[src/rtl/vpair_config.svh]
`ifndef VPAIR_CONFIG_SVH
`define VPAIR_CONFIG_SVH

// ==============================
// video widths
// ==============================

`define VPAIR_COLOR_W       8                       // bits per channel
`define VPAIR_RGB_W         (3 * `VPAIR_COLOR_W)    // r, g, b packed msb first

// ==============================
// pair buffer
// ==============================

`define VPAIR_FIFO_DEPTH    16                      // words, one pair each

// ==============================
// osd palette, indexed by code 0..3
// ==============================

`define VPAIR_OSD_BLACK     24'h000000
`define VPAIR_OSD_BLUE      24'h0000ff
`define VPAIR_OSD_YELLOW    24'hffff00
`define VPAIR_OSD_WHITE     24'hffffff

`endif

[src/rtl/vpair_pkg.sv]
`default_nettype none

`include "vpair_config.svh"

package vpair_pkg;

    // ==============================
    // pixel types
    // ==============================

    // one pixel inside the path, syncs carried as active-high flags
    typedef struct packed {
        logic [`VPAIR_RGB_W-1:0] rgb;   // {r, g, b}
        logic                    hs;    // hsync asserted
        logic                    vs;    // vsync asserted
        logic                    de;    // active video
    } pixel_t;

    // two pixels per buffer word
    // first pixel in time sits in the upper half
    typedef struct packed {
        pixel_t first;
        pixel_t second;
    } pixel_pair_t;

    // ==============================
    // osd
    // ==============================

    typedef enum logic [1:0] {
        OSD_BLACK  = 2'd0,
        OSD_BLUE   = 2'd1,
        OSD_YELLOW = 2'd2,
        OSD_WHITE  = 2'd3
    } osd_color_t;

endpackage

`default_nettype wire

[src/rtl/pixel_pair_packer.sv]
`default_nettype none

`include "vpair_config.svh"

module pixel_pair_packer (
    input  wire                     clk27,
    input  wire                     sys_reset_n,
    input  wire                     vid_valid_i,
    input  wire [`VPAIR_RGB_W-1:0]  vid_rgb_i,
    input  wire                     vid_hsync_i,
    input  wire                     vid_vsync_i,
    input  wire                     vid_de_i,
    input  wire                     hsync_pol_i,    // 1 = active high
    input  wire                     vsync_pol_i,    // 1 = active high
    input  wire                     full_i,
    output logic                    pair_wr_o,
    output vpair_pkg::pixel_pair_t  pair_o
);
    import vpair_pkg::*;

    pixel_t     pix_in;         // incoming pixel, syncs normalized
    pixel_t     first_pix;      // upper half waiting for its partner
    logic       have_first;
    logic       vs_prev;        // normalized vs of the last valid pixel
    logic       vs_rise;
    logic       start_pair;     // this pixel opens a new pair
    logic [7:0] lost_pairs;

    // ==============================
    // sync normalization
    // ==============================

    always_comb begin
        pix_in.rgb = vid_rgb_i;
        pix_in.hs  = vid_hsync_i ~^ hsync_pol_i;    // invert when active low
        pix_in.vs  = vid_vsync_i ~^ vsync_pol_i;
        pix_in.de  = vid_de_i;
    end

    assign vs_rise    = pix_in.vs & ~vs_prev;
    // frame start drops any half pair and realigns
    assign start_pair = vs_rise | ~have_first;

    // ==============================
    // pair assembly
    // ==============================

    always_ff @(posedge clk27 or negedge sys_reset_n) begin
        if (!sys_reset_n) begin
            have_first <= 1'b0;
            vs_prev    <= 1'b0;
            pair_wr_o  <= 1'b0;
        end else begin
            pair_wr_o <= 1'b0;
            if (vid_valid_i) begin
                vs_prev <= pix_in.vs;
                if (start_pair) begin
                    have_first <= 1'b1;
                end else begin
                    have_first <= 1'b0;
                    pair_wr_o  <= 1'b1;     // second pixel in, write next cycle
                end
            end
        end
    end

    always_ff @(posedge clk27) begin
        if (vid_valid_i) begin
            if (start_pair) begin
                first_pix <= pix_in;
            end else begin
                pair_o.first  <= first_pix;
                pair_o.second <= pix_in;
            end
        end
    end

    // pairs offered into a full buffer
    always_ff @(posedge clk27 or negedge sys_reset_n) begin
        if (!sys_reset_n) begin
            lost_pairs <= '0;
        end else if (pair_wr_o && full_i && (lost_pairs != '1)) begin
            lost_pairs <= lost_pairs + 1'b1;    // saturates
        end
    end

    // the consumer drains as fast as pixels arrive, so the buffer never fills
    a_no_wr_full : assert property (@(posedge clk27) disable iff (!sys_reset_n)
        pair_wr_o |-> !full_i)
        else $error("pixel pair lost on full buffer, %0d so far", lost_pairs + 8'd1);

endmodule

`default_nettype wire

[src/rtl/pair_fifo.sv]
`default_nettype none

`include "vpair_config.svh"

module pair_fifo (
    input  wire                          clk27,
    input  wire                          sys_reset_n,
    input  wire                          wr_i,
    input  wire vpair_pkg::pixel_pair_t  wr_data_i,
    input  wire                          rd_i,
    output vpair_pkg::pixel_pair_t       rd_data_o,
    output logic                         full_o,
    output logic                         empty_o
);
    import vpair_pkg::*;

    localparam int DEPTH = `VPAIR_FIFO_DEPTH;
    localparam int AW    = $clog2(DEPTH);
    localparam int CW    = $clog2(DEPTH + 1);

    pixel_pair_t     mem [DEPTH];
    logic [AW-1:0]   wr_ptr;
    logic [AW-1:0]   rd_ptr;
    logic [CW-1:0]   count;     // words held
    logic            wr_en;
    logic            rd_en;

    assign full_o  = (count == CW'(DEPTH));
    assign empty_o = (count == '0);
    assign wr_en   = wr_i & ~full_o;
    assign rd_en   = rd_i & ~empty_o;

    // ==============================
    // storage
    // ==============================

    always_ff @(posedge clk27) begin
        if (wr_en) begin
            mem[wr_ptr] <= wr_data_i;
        end
        if (rd_en) begin
            rd_data_o <= mem[rd_ptr];   // valid the cycle after rd_i
        end
    end

    // ==============================
    // pointers and occupancy
    // ==============================

    always_ff @(posedge clk27 or negedge sys_reset_n) begin
        if (!sys_reset_n) begin
            wr_ptr <= '0;
            rd_ptr <= '0;
            count  <= '0;
        end else begin
            if (wr_en) begin
                wr_ptr <= (wr_ptr == AW'(DEPTH - 1)) ? '0 : wr_ptr + 1'b1;
            end
            if (rd_en) begin
                rd_ptr <= (rd_ptr == AW'(DEPTH - 1)) ? '0 : rd_ptr + 1'b1;
            end
            case ({wr_en, rd_en})
                2'b10:   count <= count + 1'b1;
                2'b01:   count <= count - 1'b1;
                default: count <= count;    // none or both
            endcase
        end
    end

    // ==============================
    // checks
    // ==============================

    a_wr_full : assert property (@(posedge clk27) disable iff (!sys_reset_n)
        wr_i |-> !full_o)
        else $error("write into full pair buffer");

    // reader is expected to look at empty_o before asking
    a_rd_empty : assert property (@(posedge clk27) disable iff (!sys_reset_n)
        rd_i |-> !empty_o)
        else $error("read from empty pair buffer");

    a_count_max : assert property (@(posedge clk27) disable iff (!sys_reset_n)
        count <= CW'(DEPTH))
        else $error("pair buffer count past depth");

endmodule

`default_nettype wire

[src/rtl/pixel_pair_unpacker.sv]
`default_nettype none

`include "vpair_config.svh"

module pixel_pair_unpacker (
    input  wire                          clk27,
    input  wire                          sys_reset_n,
    input  wire                          empty_i,
    input  wire vpair_pkg::pixel_pair_t  rd_data_i,
    output logic                         rd_o,
    input  wire                          osd_enable_i,
    input  wire vpair_pkg::osd_color_t   osd_color_i,
    output logic                         out_valid_o,
    output logic [`VPAIR_RGB_W-1:0]      out_rgb_o,
    output logic                         out_hsync_o,   // active low
    output logic                         out_vsync_o,   // active low
    output logic                         out_de_o,
    output logic                         frame_start_o
);
    import vpair_pkg::*;

    logic                     rd_pending;   // pair lands on rd_data_i this cycle
    logic                     lower_valid;  // second pixel goes out this cycle
    pixel_t                   lower_pix;
    pixel_t                   cur_pix;
    logic                     emit;
    logic [`VPAIR_RGB_W-1:0]  osd_rgb;
    logic                     vsync_prev;

    // next read may overlap the lower pixel going out
    assign rd_o = ~empty_i & ~rd_pending;

    assign emit    = rd_pending | lower_valid;
    assign cur_pix = rd_pending ? rd_data_i.first : lower_pix;

    // ==============================
    // osd colour lookup
    // ==============================

    always_comb begin
        case (osd_color_i)
            OSD_BLACK:  osd_rgb = `VPAIR_OSD_BLACK;
            OSD_BLUE:   osd_rgb = `VPAIR_OSD_BLUE;
            OSD_YELLOW: osd_rgb = `VPAIR_OSD_YELLOW;
            OSD_WHITE:  osd_rgb = `VPAIR_OSD_WHITE;
            default:    osd_rgb = `VPAIR_OSD_BLACK;
        endcase
    end

    // ==============================
    // output stage
    // ==============================

    always_ff @(posedge clk27 or negedge sys_reset_n) begin
        if (!sys_reset_n) begin
            rd_pending    <= 1'b0;
            lower_valid   <= 1'b0;
            out_valid_o   <= 1'b0;
            out_de_o      <= 1'b0;
            out_hsync_o   <= 1'b1;
            out_vsync_o   <= 1'b1;
            vsync_prev    <= 1'b1;
            frame_start_o <= 1'b0;
        end else begin
            rd_pending  <= rd_o;
            lower_valid <= rd_pending;
            out_valid_o <= emit;
            out_de_o    <= emit & cur_pix.de;   // de low in gaps
            if (emit) begin
                // syncs hold between pairs
                out_hsync_o <= ~cur_pix.hs;
                out_vsync_o <= ~cur_pix.vs;
            end
            vsync_prev    <= out_vsync_o;
            // falling edge of the emitted vsync
            frame_start_o <= out_valid_o & vsync_prev & ~out_vsync_o;
        end
    end

    always_ff @(posedge clk27) begin
        if (rd_pending) begin
            lower_pix <= rd_data_i.second;
        end
        if (emit) begin
            out_rgb_o <= osd_enable_i ? osd_rgb : cur_pix.rgb;
        end
    end

    // each read gives exactly two output cycles, two and three cycles later
    a_two_per_read : assert property (@(posedge clk27) disable iff (!sys_reset_n)
        out_valid_o |-> ($past(rd_o, 2) || $past(rd_o, 3)))
        else $error("output pixel without a matching pair read");

endmodule

`default_nettype wire

[src/rtl/video_pair_path.sv]
`default_nettype none

`include "vpair_config.svh"

module video_pair_path (
    input  wire                          clk27,
    input  wire                          sys_reset_n,
    // digitizer side
    input  wire                          vid_valid_i,
    input  wire [`VPAIR_RGB_W-1:0]       vid_rgb_i,
    input  wire                          vid_hsync_i,
    input  wire                          vid_vsync_i,
    input  wire                          vid_de_i,
    input  wire                          hsync_pol_i,
    input  wire                          vsync_pol_i,
    // osd
    input  wire                          osd_enable_i,
    input  wire vpair_pkg::osd_color_t   osd_color_i,
    // hdmi side
    output wire                          out_valid_o,
    output wire [`VPAIR_RGB_W-1:0]       out_rgb_o,
    output wire                          out_hsync_o,
    output wire                          out_vsync_o,
    output wire                          out_de_o,
    output wire                          frame_start_o
);

    wire                          pair_wr;
    wire vpair_pkg::pixel_pair_t  pair_wr_data;
    wire                          fifo_full;
    wire                          fifo_empty;
    wire                          pair_rd;
    wire vpair_pkg::pixel_pair_t  pair_rd_data;

    pixel_pair_packer u_packer (
        .clk27       (clk27),
        .sys_reset_n (sys_reset_n),
        .vid_valid_i (vid_valid_i),
        .vid_rgb_i   (vid_rgb_i),
        .vid_hsync_i (vid_hsync_i),
        .vid_vsync_i (vid_vsync_i),
        .vid_de_i    (vid_de_i),
        .hsync_pol_i (hsync_pol_i),
        .vsync_pol_i (vsync_pol_i),
        .full_i      (fifo_full),
        .pair_wr_o   (pair_wr),
        .pair_o      (pair_wr_data)
    );

    pair_fifo u_fifo (
        .clk27       (clk27),
        .sys_reset_n (sys_reset_n),
        .wr_i        (pair_wr),
        .wr_data_i   (pair_wr_data),
        .rd_i        (pair_rd),
        .rd_data_o   (pair_rd_data),
        .full_o      (fifo_full),
        .empty_o     (fifo_empty)
    );

    pixel_pair_unpacker u_unpacker (
        .clk27         (clk27),
        .sys_reset_n   (sys_reset_n),
        .empty_i       (fifo_empty),
        .rd_data_i     (pair_rd_data),
        .rd_o          (pair_rd),
        .osd_enable_i  (osd_enable_i),
        .osd_color_i   (osd_color_i),
        .out_valid_o   (out_valid_o),
        .out_rgb_o     (out_rgb_o),
        .out_hsync_o   (out_hsync_o),
        .out_vsync_o   (out_vsync_o),
        .out_de_o      (out_de_o),
        .frame_start_o (frame_start_o)
    );

endmodule

`default_nettype wire

[config.mk]
export PLATFORM = sky130hd
export DESIGN_NAME = video_pair_path
export DESIGN_NICKNAME = d
export VERILOG_FILES = /design/src/rtl/vpair_pkg.sv /design/src/rtl/pixel_pair_packer.sv /design/src/rtl/pair_fifo.sv /design/src/rtl/pixel_pair_unpacker.sv /design/src/rtl/video_pair_path.sv
export VERILOG_INCLUDE_DIRS = /design/src /design/src/rtl
export SDC_FILE = /design/constraint.sdc
export NUM_CORES = 1
export LEC_CHECK = 0
export BUFFER_PORTS_ARGS = -buffer_cell sky130_fd_sc_hd__buf_2
export CAP_MARGIN = 20
export CORE_MARGIN = 4
export CORE_UTILIZATION = 53
export DETAILED_ROUTE_END_ITERATION = 16
export PLACE_DENSITY = 0.79
export SLEW_MARGIN = 15
export SYNTH_ARGS = -nofsm -noshare
export SYNTH_HDL_FRONTEND = slang
export SYNTH_SLANG_ARGS = --single-unit
[constraint.sdc]
create_clock -name clk27 -period 10.65 [get_ports clk27]
set_input_delay 2.13 -clock clk27 [delete_from_list [all_inputs] [get_ports clk27]]
set_output_delay 2.13 -clock clk27 [all_outputs]
set_load 0.02 [all_outputs]
# Yosys cells after proc, flatten, opt, wreduce, memory -nomap -nowiden
# Memory sizes are Yosys's and may differ from the RTL's. A register that Yosys moved wholly into a read port is not among the register bits.
# Index checks and enable logic that the tools add are counted.
# op_classes
mux	11
n_reduce_logical	5
bitwise	20
n_addsub	4
n_eq_ne	8
# op_table
op	n
$pmux 24 s4	1
$mux 27	1
$mux 24	1
$pmux 5 s2	1
$not 1->1	9
$add 4x1->4 const B	2
$eq 4x4->1 const B	2
$mux 4	2
$and 1x1->1	7
$eq 2x2->1 const B	3
$add 5x1->5 const B	1
$eq 5x5->1 const B	1
$logic_not 5->1	1
$mux 1	5
$sub 5x1->5 const B	1
$eq 2x1->1 const B	2
$reduce_and 2->1	2
$logic_not 2->1	1
$or 1x1->1	2
$reduce_bool 2->1	1
$xnor 1x1->1	2
# totals
register_bits	156
n_memories	1
ramBits	864
inputBits	35
# mem_list
memory	depth	word_bits	rd	rd_clocked_by_memory_dff	wr	line_no	text
u_fifo.mem	16	54	1	1	1	pair_fifo.sv:21	pixel_pair_t mem [DEPTH];

# Logic depth before layout (Yosys ltp)
# Gate-level depths: netlist of run 1.
# depth
word_depth	6
ltp_mapped	12
mapped_depth_nobuf	10

# Cells and area by module
# From an unflattened synthesis of run 1, not the netlist that was laid out.
# hier_totals
cells_unflattened	1926
area_unflattened_um2	40695.3
# by_module_without_submodules
mod	cells_per_inst	area_per_inst_um2	seq_area_each_um2	instances
pair_fifo	1701	35577.9	27891.8	1
pixel_pair_packer	95	2597.5	2507.4	1
pixel_pair_unpacker	130	2519.9	1735.4	1

# Least setup slack after synthesis of run 1
# Ideal clock, no wire load.
# synth_path
kind	reg2reg
startpoint	register u_unpacker.rd_pending
endpoint	register u_fifo.count[4]
period_less_slack_ns	5.609
t_arrival_ns	5.487
path_slack_ns	5.041
required_ns	10.527
path_stages_with_launch	11
path_cell_list	dfrtp_1 -> buf_2 -> a21oi_1 -> ha_1 -> clkbuf_1 -> xor2_1 -> ha_1 -> and3b_1 -> o21ai_0 -> a21oi_1 -> xnor2_1
# synth_between
elab_chain_len	5
word_cells_on_any_way	7
# synth_rtl
item	line_no	text
start: declaration	pixel_pair_unpacker.sv:22	logic rd_pending;
start signal: assignment	pixel_pair_unpacker.sv:65	rd_pending <= rd_o;
$not 1->1 *	pixel_pair_unpacker.sv:31	assign rd_o = ~empty_i & ~rd_pending;
$and 1x1->1 *	pixel_pair_unpacker.sv:31	
named net pair_rd	video_pair_path.sv:32	wire pair_rd;
$and 1x1->1 *	pair_fifo.sv:31	assign rd_en = rd_i & ~empty_o;
$eq 2x1->1 or $eq 2x2->1 (tied branches)	pair_fifo.sv:62	case ({wr_en, rd_en})
$pmux 5 s2 or $reduce_bool 2->1 (tied branches)	n/a	
end signal: assignment	pair_fifo.sv:63	2'b10: count <= count + 1'b1;
end signal: assignment	pair_fifo.sv:64	2'b01: count <= count - 1'b1;
end signal: assignment	pair_fifo.sv:65	default: count <= count;
end: declaration	pair_fifo.sv:24	logic [CW-1:0] count;
# The timed path passes the listed nets; every way through them passes the cells marked *.
# A chain may end at the register's enable or synchronous reset.

==> results of run 1 <==
[power by group through the flow]
stage	Clock, uW	Sequential (uW)	Combinational [uW]
final	3370	5660	2970
after global placement	0	5700	2840
after floorplan	0	5630	2170
after detailed placement	0	5740	2930
after global routing	3580	5700	3180
after CTS	3400	5650	2960
[registers in the layout, indices dropped and copies added, names as in the netlist, 4 cells and up]
register / count
u_fifo.count: 5
u_fifo.mem: 864
u_fifo.rd_data_o: 54
u_fifo.rd_ptr: 4
u_fifo.wr_ptr: 4
u_packer.first_pix: 27
u_packer.pair_o: 54
u_unpacker.lower_pix: 27
u_unpacker.out_rgb_o: 24
[logic make-up after synthesis]
kind of cell | synth area share
AND/OR/NAND/NOR | 0.0170
XOR/XNOR | 0.00238
flip-flops | 0.795
buffers and inverters | 0.0175
adder cells (fa/ha/maj) | 0.00248
AO/OA/AOI/OAI | 0.0503
multiplexers | 0.115
[cells in the final DEF, fill, tap and decap left out, drive strengths merged, types with 2 or more instances in the layout]
cell type  count
dfrtp         21
a211oi        24
xnor2          5
o21ai         60
a21o           2
mux2i        218
buf          105
edfxtp      1050
bufinv         4
nor3           6
a22oi         55
nor2          42
and3           2
mux4         108
inv           15
mux2           4
clkbuf       128
dfstp          3
clkinvlp       4
nand2         63
nand3          4
ha             8
nand2b         2
and3b          2
xor2           6
a221oi       108
clkinv        46
nor2b         28
a21oi          6
and2           2
[stage by stage]
stage / total power [uW] / util / hold slack (ns)
6_report: 12000 / 0.593 / 0.380
3_5_place_dp: 8660 / 0.551 / 0.375
3_3_place_gp: 8540 / 0.550 / 0.372
4_1_cts: 12000 / 0.591 / 0.384
5_1_grt: 12500 / 0.593 / 0.387
2_1_floorplan: 7800 / - / 0.363
[worst max path at each step]
stage	from	to	slack (ns)
floorplan	u_unpacker.rd_pending	u_fifo.count[4]	5.04
detailed placement	u_fifo.count[2]	u_fifo.mem[11][53]	6.52
global placement	u_fifo.rd_ptr[0]	u_fifo.rd_data_o[43]	6.67
CTS	u_fifo.count[1]	u_fifo.mem[11][21]	6.54
global route	u_fifo.rd_ptr[0]	u_fifo.rd_data_o[43]	6.46
finish	u_fifo.rd_ptr[0]	u_fifo.rd_data_o[18]	6.66
[per-layer routing]
metal	up-vias	GRT usage
li1	8274	-
met2	1236	0.359
met5	-	0
met1	10200	0.318
met3	193	0.0508
met4	0	0.0789
[critical path: cells and delay by family (launching register included)]
| family | cells | cell delay, ns |
|---|---|---|
| and+or+nand+nor | 1 | 0.07 |
| AOI/OAI and AO/OA | 1 | 0.23 |
| buffers and inverters | 2 | 1.54 |
| muxes | 1 | 0.63 |
| DFF | 1 | 1.02 |
[cell type report]
type                            count  area [sq um]
Antenna cell                        1          2.50
Clock buffer                      127          2660
Clock inverter                     59           420
Fill cell                        5158         30900
Inverter                           10          37.5
Multi-Input combinational cell    763          7720
Sequential cell                  1074         32100
Tap cell                          978          1220
Timing Repair Buffer              106           761
==> impl_metrics.tcl, run 1 <==
set metrics [dict create \
    firstDrtPassIters 7 \
    fin_crit_ns 3.99 \
    die_y_microns 284 \
    setup_violations 0 \
    vias 19900 \
    p_leak_uw 0.0149 \
    ir_worst_vdd_mv 0.181 \
    root_buffer "clkbuf_16" \
    grt_overflow 0 \
    critPathMaxFanout 113 \
    ys_warn_count 0 \
    ctsHoldBuffers 0 \
    grt_pass1_vias 20300 \
    drc 0 \
    synth_edf_count 1050 \
    internal_power_uw 8320 \
    min_path_cells 0 \
    synth_common_cells "edfxtp_1, mux2i_1, mux4_2, a221oi_1, nand2_1" \
    power_density_nw_per_um2 267 \
    switchingPower_uw 3670 \
    r2r_end "u_fifo.rd_data_o[18]" \
    yosysMostFrequentCell "edfxtp_1" \
    relSlewSlack 0.236 \
    ys_async_sr_fraction 0.0223 \
    die_w_microns 284 \
    worstPathArrival_ns 4.39 \
    met1_length_microns 34900 \
    cp_slowest_cell "dfrtp_4" \
    placementRows 101 \
    clk_latency_ns 0.66 \
    min_from "u_unpacker.out_vsync_o" \
    drv_slew 0 \
    place_ws_ns 6.52 \
    synth_area_sq_um 40400 \
    swShare 0.306 \
    cts_buffers 99 \
    core_sq_um 75800 \
    setup.worst_path.end_class "flip-flop" \
    ctsResizeCount 0 \
    synth_cell_type_count 42 \
    track_usage 0.227 \
    grt_pass1_wl_microns 135000 \
    syn_avg_cell_area_sq_um 20.7 \
    min_to "u_unpacker.vsync_prev" \
    dp.cells 2925 \
    synth_top_area_frac 0.780 \
    worstHoldPathType "reg -> reg" \
    layout.nets 2097 \
    layout-area-overhead-vs-synth_pct 11.2 \
    cp-start-kind "flip-flop" \
    tns_ns 0 \
    synth_area_leaders "edfxtp_1, mux4_2, mux2i_1, a221oi_1, dfrtp_1" \
    via_per_inst 6.39 \
    ys_seq_area_frac 0.795 \
    drt_iter0_drc 2998 \
    worst_slack_ns 6.66 \
    worstSetupPathType "reg -> reg" \
    highest_layer "met4" \
    syn_inst 1953 \
    dieArea_sq_um 80700 \
    wl_met2_microns 44200 \
    routedWlPerCell_microns 29.6 \
    antenna_found_initial 3 \
    clock_skew_ns 0.0236 \
    power_frac_seq 0.472 \
    power_frac_clock 0.281 \
    clock_sinks 1074 \
    cts.path.max_buffers 3 \
    rsz0062_at_grt "false" \
    synth_ff_type "edfxtp_1" \
    yosys_register_bits 1074 \
    wirelength_microns 92300 \
    start_util 0.533 \
    tightest_slew_ns 1.15 \
    postCtsSetupBuffers 0 \
    wl_met3_microns 9990 \
    final_cells 3118 \
    io_pins 64 \
    slowest_delay_ns 1.02 \
    cts_tree "built" \
    synth_area_leader_cell "edfxtp_1" \
    cp_data_required_time_ns 11.05 \
    portBuffers 63 \
    htreeDepth 3 \
    ant_nets 0 \
    period_share 0.374 \
    r2r_cells 5 \
    drv_cap 0 \
    status "complete, no violations" \
    crit_chain "buf_12 -> buf_4 -> mux4_2 -> a22oi_1 -> nand2_1" \
    r2r_setup_slack_ns 6.66 \
    fmax_mhz 251 \
    hpwl_microns 46000 \
    finalHoldViolations 0 \
    drive_gt1_frac 0.189 \
    r2r_start "u_fifo.rd_ptr[0]" \
    placed_area_sq_um 41800 \
    synth_nets 1996 \
    grt_max_degree 114 \
    place.gp.congestion 0.757 \
    combPwrFrac 0.248 \
    cts.clk_slew.worst_paths_ns 0.06 \
    design_area_sq_um 45000 \
]
Power figures use the tool's default switching activity.
==> run 2: changes to the inputs <==
--- a/config.mk
+++ b/config.mk
@@ -11,7 +11,7 @@
 export CORE_MARGIN = 4
 export CORE_UTILIZATION = 53
 export DETAILED_ROUTE_END_ITERATION = 16
-export PLACE_DENSITY = 0.79
+export PLACE_DENSITY = 0.82
 export SLEW_MARGIN = 15
 export SYNTH_ARGS = -nofsm -noshare
 export SYNTH_HDL_FRONTEND = slang
==> constraint.sdc (replaced) <==
create_clock -name clk27 -period 3.2 [get_ports clk27]
set_input_delay 0.64 -clock clk27 [delete_from_list [all_inputs] [get_ports clk27]]
set_output_delay 0.64 -clock clk27 [all_outputs]
set_load 0.02 [all_outputs]
==> run 2 against run 1 <==
  * Utilization rose by 1.1 points
  * Critical path depth rose by 5
  * Combinational power rose to 3.6 times the previous value
  * Clock skew fell by 0.00083 ns
  * Via count rose by 2.9%
  * Critical endpoint is now u_fifo.count[4]
  * Largest power group unchanged
==> impl_metrics.tcl, run 2 (synthesized netlist as in run 1, its figures left out) <==
set metrics [dict create \
    tns_ns 0 \
    worstHoldPathType "in -> async" \
    die_w_microns 284 \
    cts.clk_slew.worst_paths_ns 0.06 \
    firstDrtPassIters 6 \
    status "complete, no violations" \
    dieArea_sq_um 80700 \
    cp_data_required_time_ns 3.76 \
    placementRows 101 \
    largest_register "u_fifo.mem" \
    clk_latency_ns 0.66 \
    root_buffer "clkbuf_16" \
    via_per_inst 6.47 \
    vias 20500 \
    setup.worst_path.end_class "flip-flop" \
    layout_common_cells "edfxtp_1, mux2i_1, mux4_2, clkbuf_16, a221oi_1" \
    track_usage 0.236 \
    ir_worst_vdd_mv 0.669 \
    clock_skew_ns 0.0228 \
    met1_length_microns 35000 \
    antenna_found_initial 4 \
    clock_sinks 1074 \
    fmax_mhz 354 \
    final_common_cell "edfxtp_1" \
    wl_met2_microns 47400 \
    drc 0 \
    cts_tree "built" \
    antennaDiodeCount 0 \
    layout-area-overhead-vs-synth_pct 13.3 \
    grt_pass1_vias 21100 \
    ant_nets 0 \
    relSlewSlack 0.261 \
    hpwl_microns 51200 \
    drive_gt1_frac 0.203 \
    worstPathArrival_ns 3.39 \
    finalHoldViolations 0 \
    drt_iter0_drc 2730 \
    critPathMaxFanout 5 \
    reg_top3 "u_fifo.mem: 864 flops, u_fifo.rd_data_o: 54 flops, u_packer.pair_o: 54 flops" \
    place.gp.congestion 0.818 \
    grt_overflow 0 \
    routedWlPerCell_microns 30.2 \
    num-fill-cells 4963 \
    drv_cap 0 \
    io_pins 64 \
    finalPower_uw 41100 \
    cts_buffers 101 \
    postCtsSetupBuffers 0 \
    die_y_microns 284 \
    drv_slew 0 \
    setup_violations 0 \
    fin_crit_ns 2.83 \
    rsz0062_at_grt "false" \
    wl_met3_microns 10200 \
    cp-start-kind "flip-flop" \
    htreeDepth 3 \
    core_sq_um 75800 \
    grt_pass1_wl_microns 141000 \
    start_util 0.533 \
    highest_layer "met5" \
    cts.path.max_buffers 3 \
    ctsHoldBuffers 0 \
    period_share 0.884 \
    ctsResizeCount 0 \
    worstSetupPathType "reg -> reg" \
    tightest_slew_ns 1.11 \
    largest_reg_flops 864 \
    wirelength_microns 95700 \
    power_density_nw_per_um2 897 \
    grt_max_degree 87 \
    p_leak_uw 0.0152 \
    layout.nets 2147 \
    portBuffers 63 \
]
run 2: worst max-delay path, cell delays in order, from the launching register on:
cell and delay, ns:
dfrtp_1 0.44, nor4_1 0.65, a21boi_0 0.25, inv_1 0.14, ha_1 0.21, xor2_1 0.21, ha_1 0.23, and3b_1 0.19
o21ai_0 0.08, a21oi_1 0.19, xnor2_1 0.16
run 2: through the flow:
| stage | area, sq um | cells | util | hold slack, ns | setup slack, ns |
|---|---|---|---|---|---|
| 3_3_place_gp | 42600 | 2979 | 0.562 | 0.367 | 0.692 |
| 4_1_cts | 45800 | 3167 | 0.604 | 0.0842 | 0.403 |
| 6_report | 45800 | 3167 | 0.604 | 0.114 | 0.372 |
| 2_1_floorplan | 40500 | 1953 | - | 0.344 | -0.610 |
| 3_5_place_dp | 42600 | 2979 | 0.562 | 0.374 | 0.435 |
| 5_1_grt | 45800 | 3167 | 0.604 | 0.127 | 0.205 |
run 2: cell type report:
class | instances | area (sq um) | area share
Sequential cell | 1074 | 32100 | 0.702
Multi-Input combinational cell | 763 | 7740 | 0.169
Clock buffer | 139 | 2680 | 0.0585
Timing Repair Buffer | 154 | 1450 | 0.0316
Tap cell | 978 | 1220 | 0.0267
Clock inverter | 49 | 502 | 0.0110
Inverter | 10 | 37.5 | 0.000820
run 2: worst paths after layout:
check	startpoint	endpoint	slack [ns]	depth (start not counted)
max	u_fifo.count[3]	u_fifo.count[4]	0.37	10
min	sys_reset_n	u_unpacker.rd_pending	0.11	1
max reg2reg	u_fifo.count[3]	u_fifo.count[4]	0.37	10
min reg2reg	u_unpacker.out_vsync_o	u_unpacker.vsync_prev	0.38	0
max in group asynchronous	sys_reset_n	u_fifo.rd_ptr[0]	2.38	1
min in group clk27	vid_rgb_i[15]	u_packer.first_pix[18]	0.17	1
run 2: report_power, final:
| part | internal, uW | switching (uW) | leakage (uW) |
|---|---|---|---|
| sequential | 17700 | 1160 | 0.00984 |
| clock | 6530 | 4990 | 0.00154 |
| combinational | 4240 | 6500 | 0.00385 |
| total | 28400 | 12700 | 0.0152 |
run 2: layer usage:
metal / track usage / vias up
met4: 0.0879 / 2
met3: 0.0477 / 197
li1: - / 8373
met1: 0.318 / 10600
met2: 0.388 / 1357
met5: 0 / -
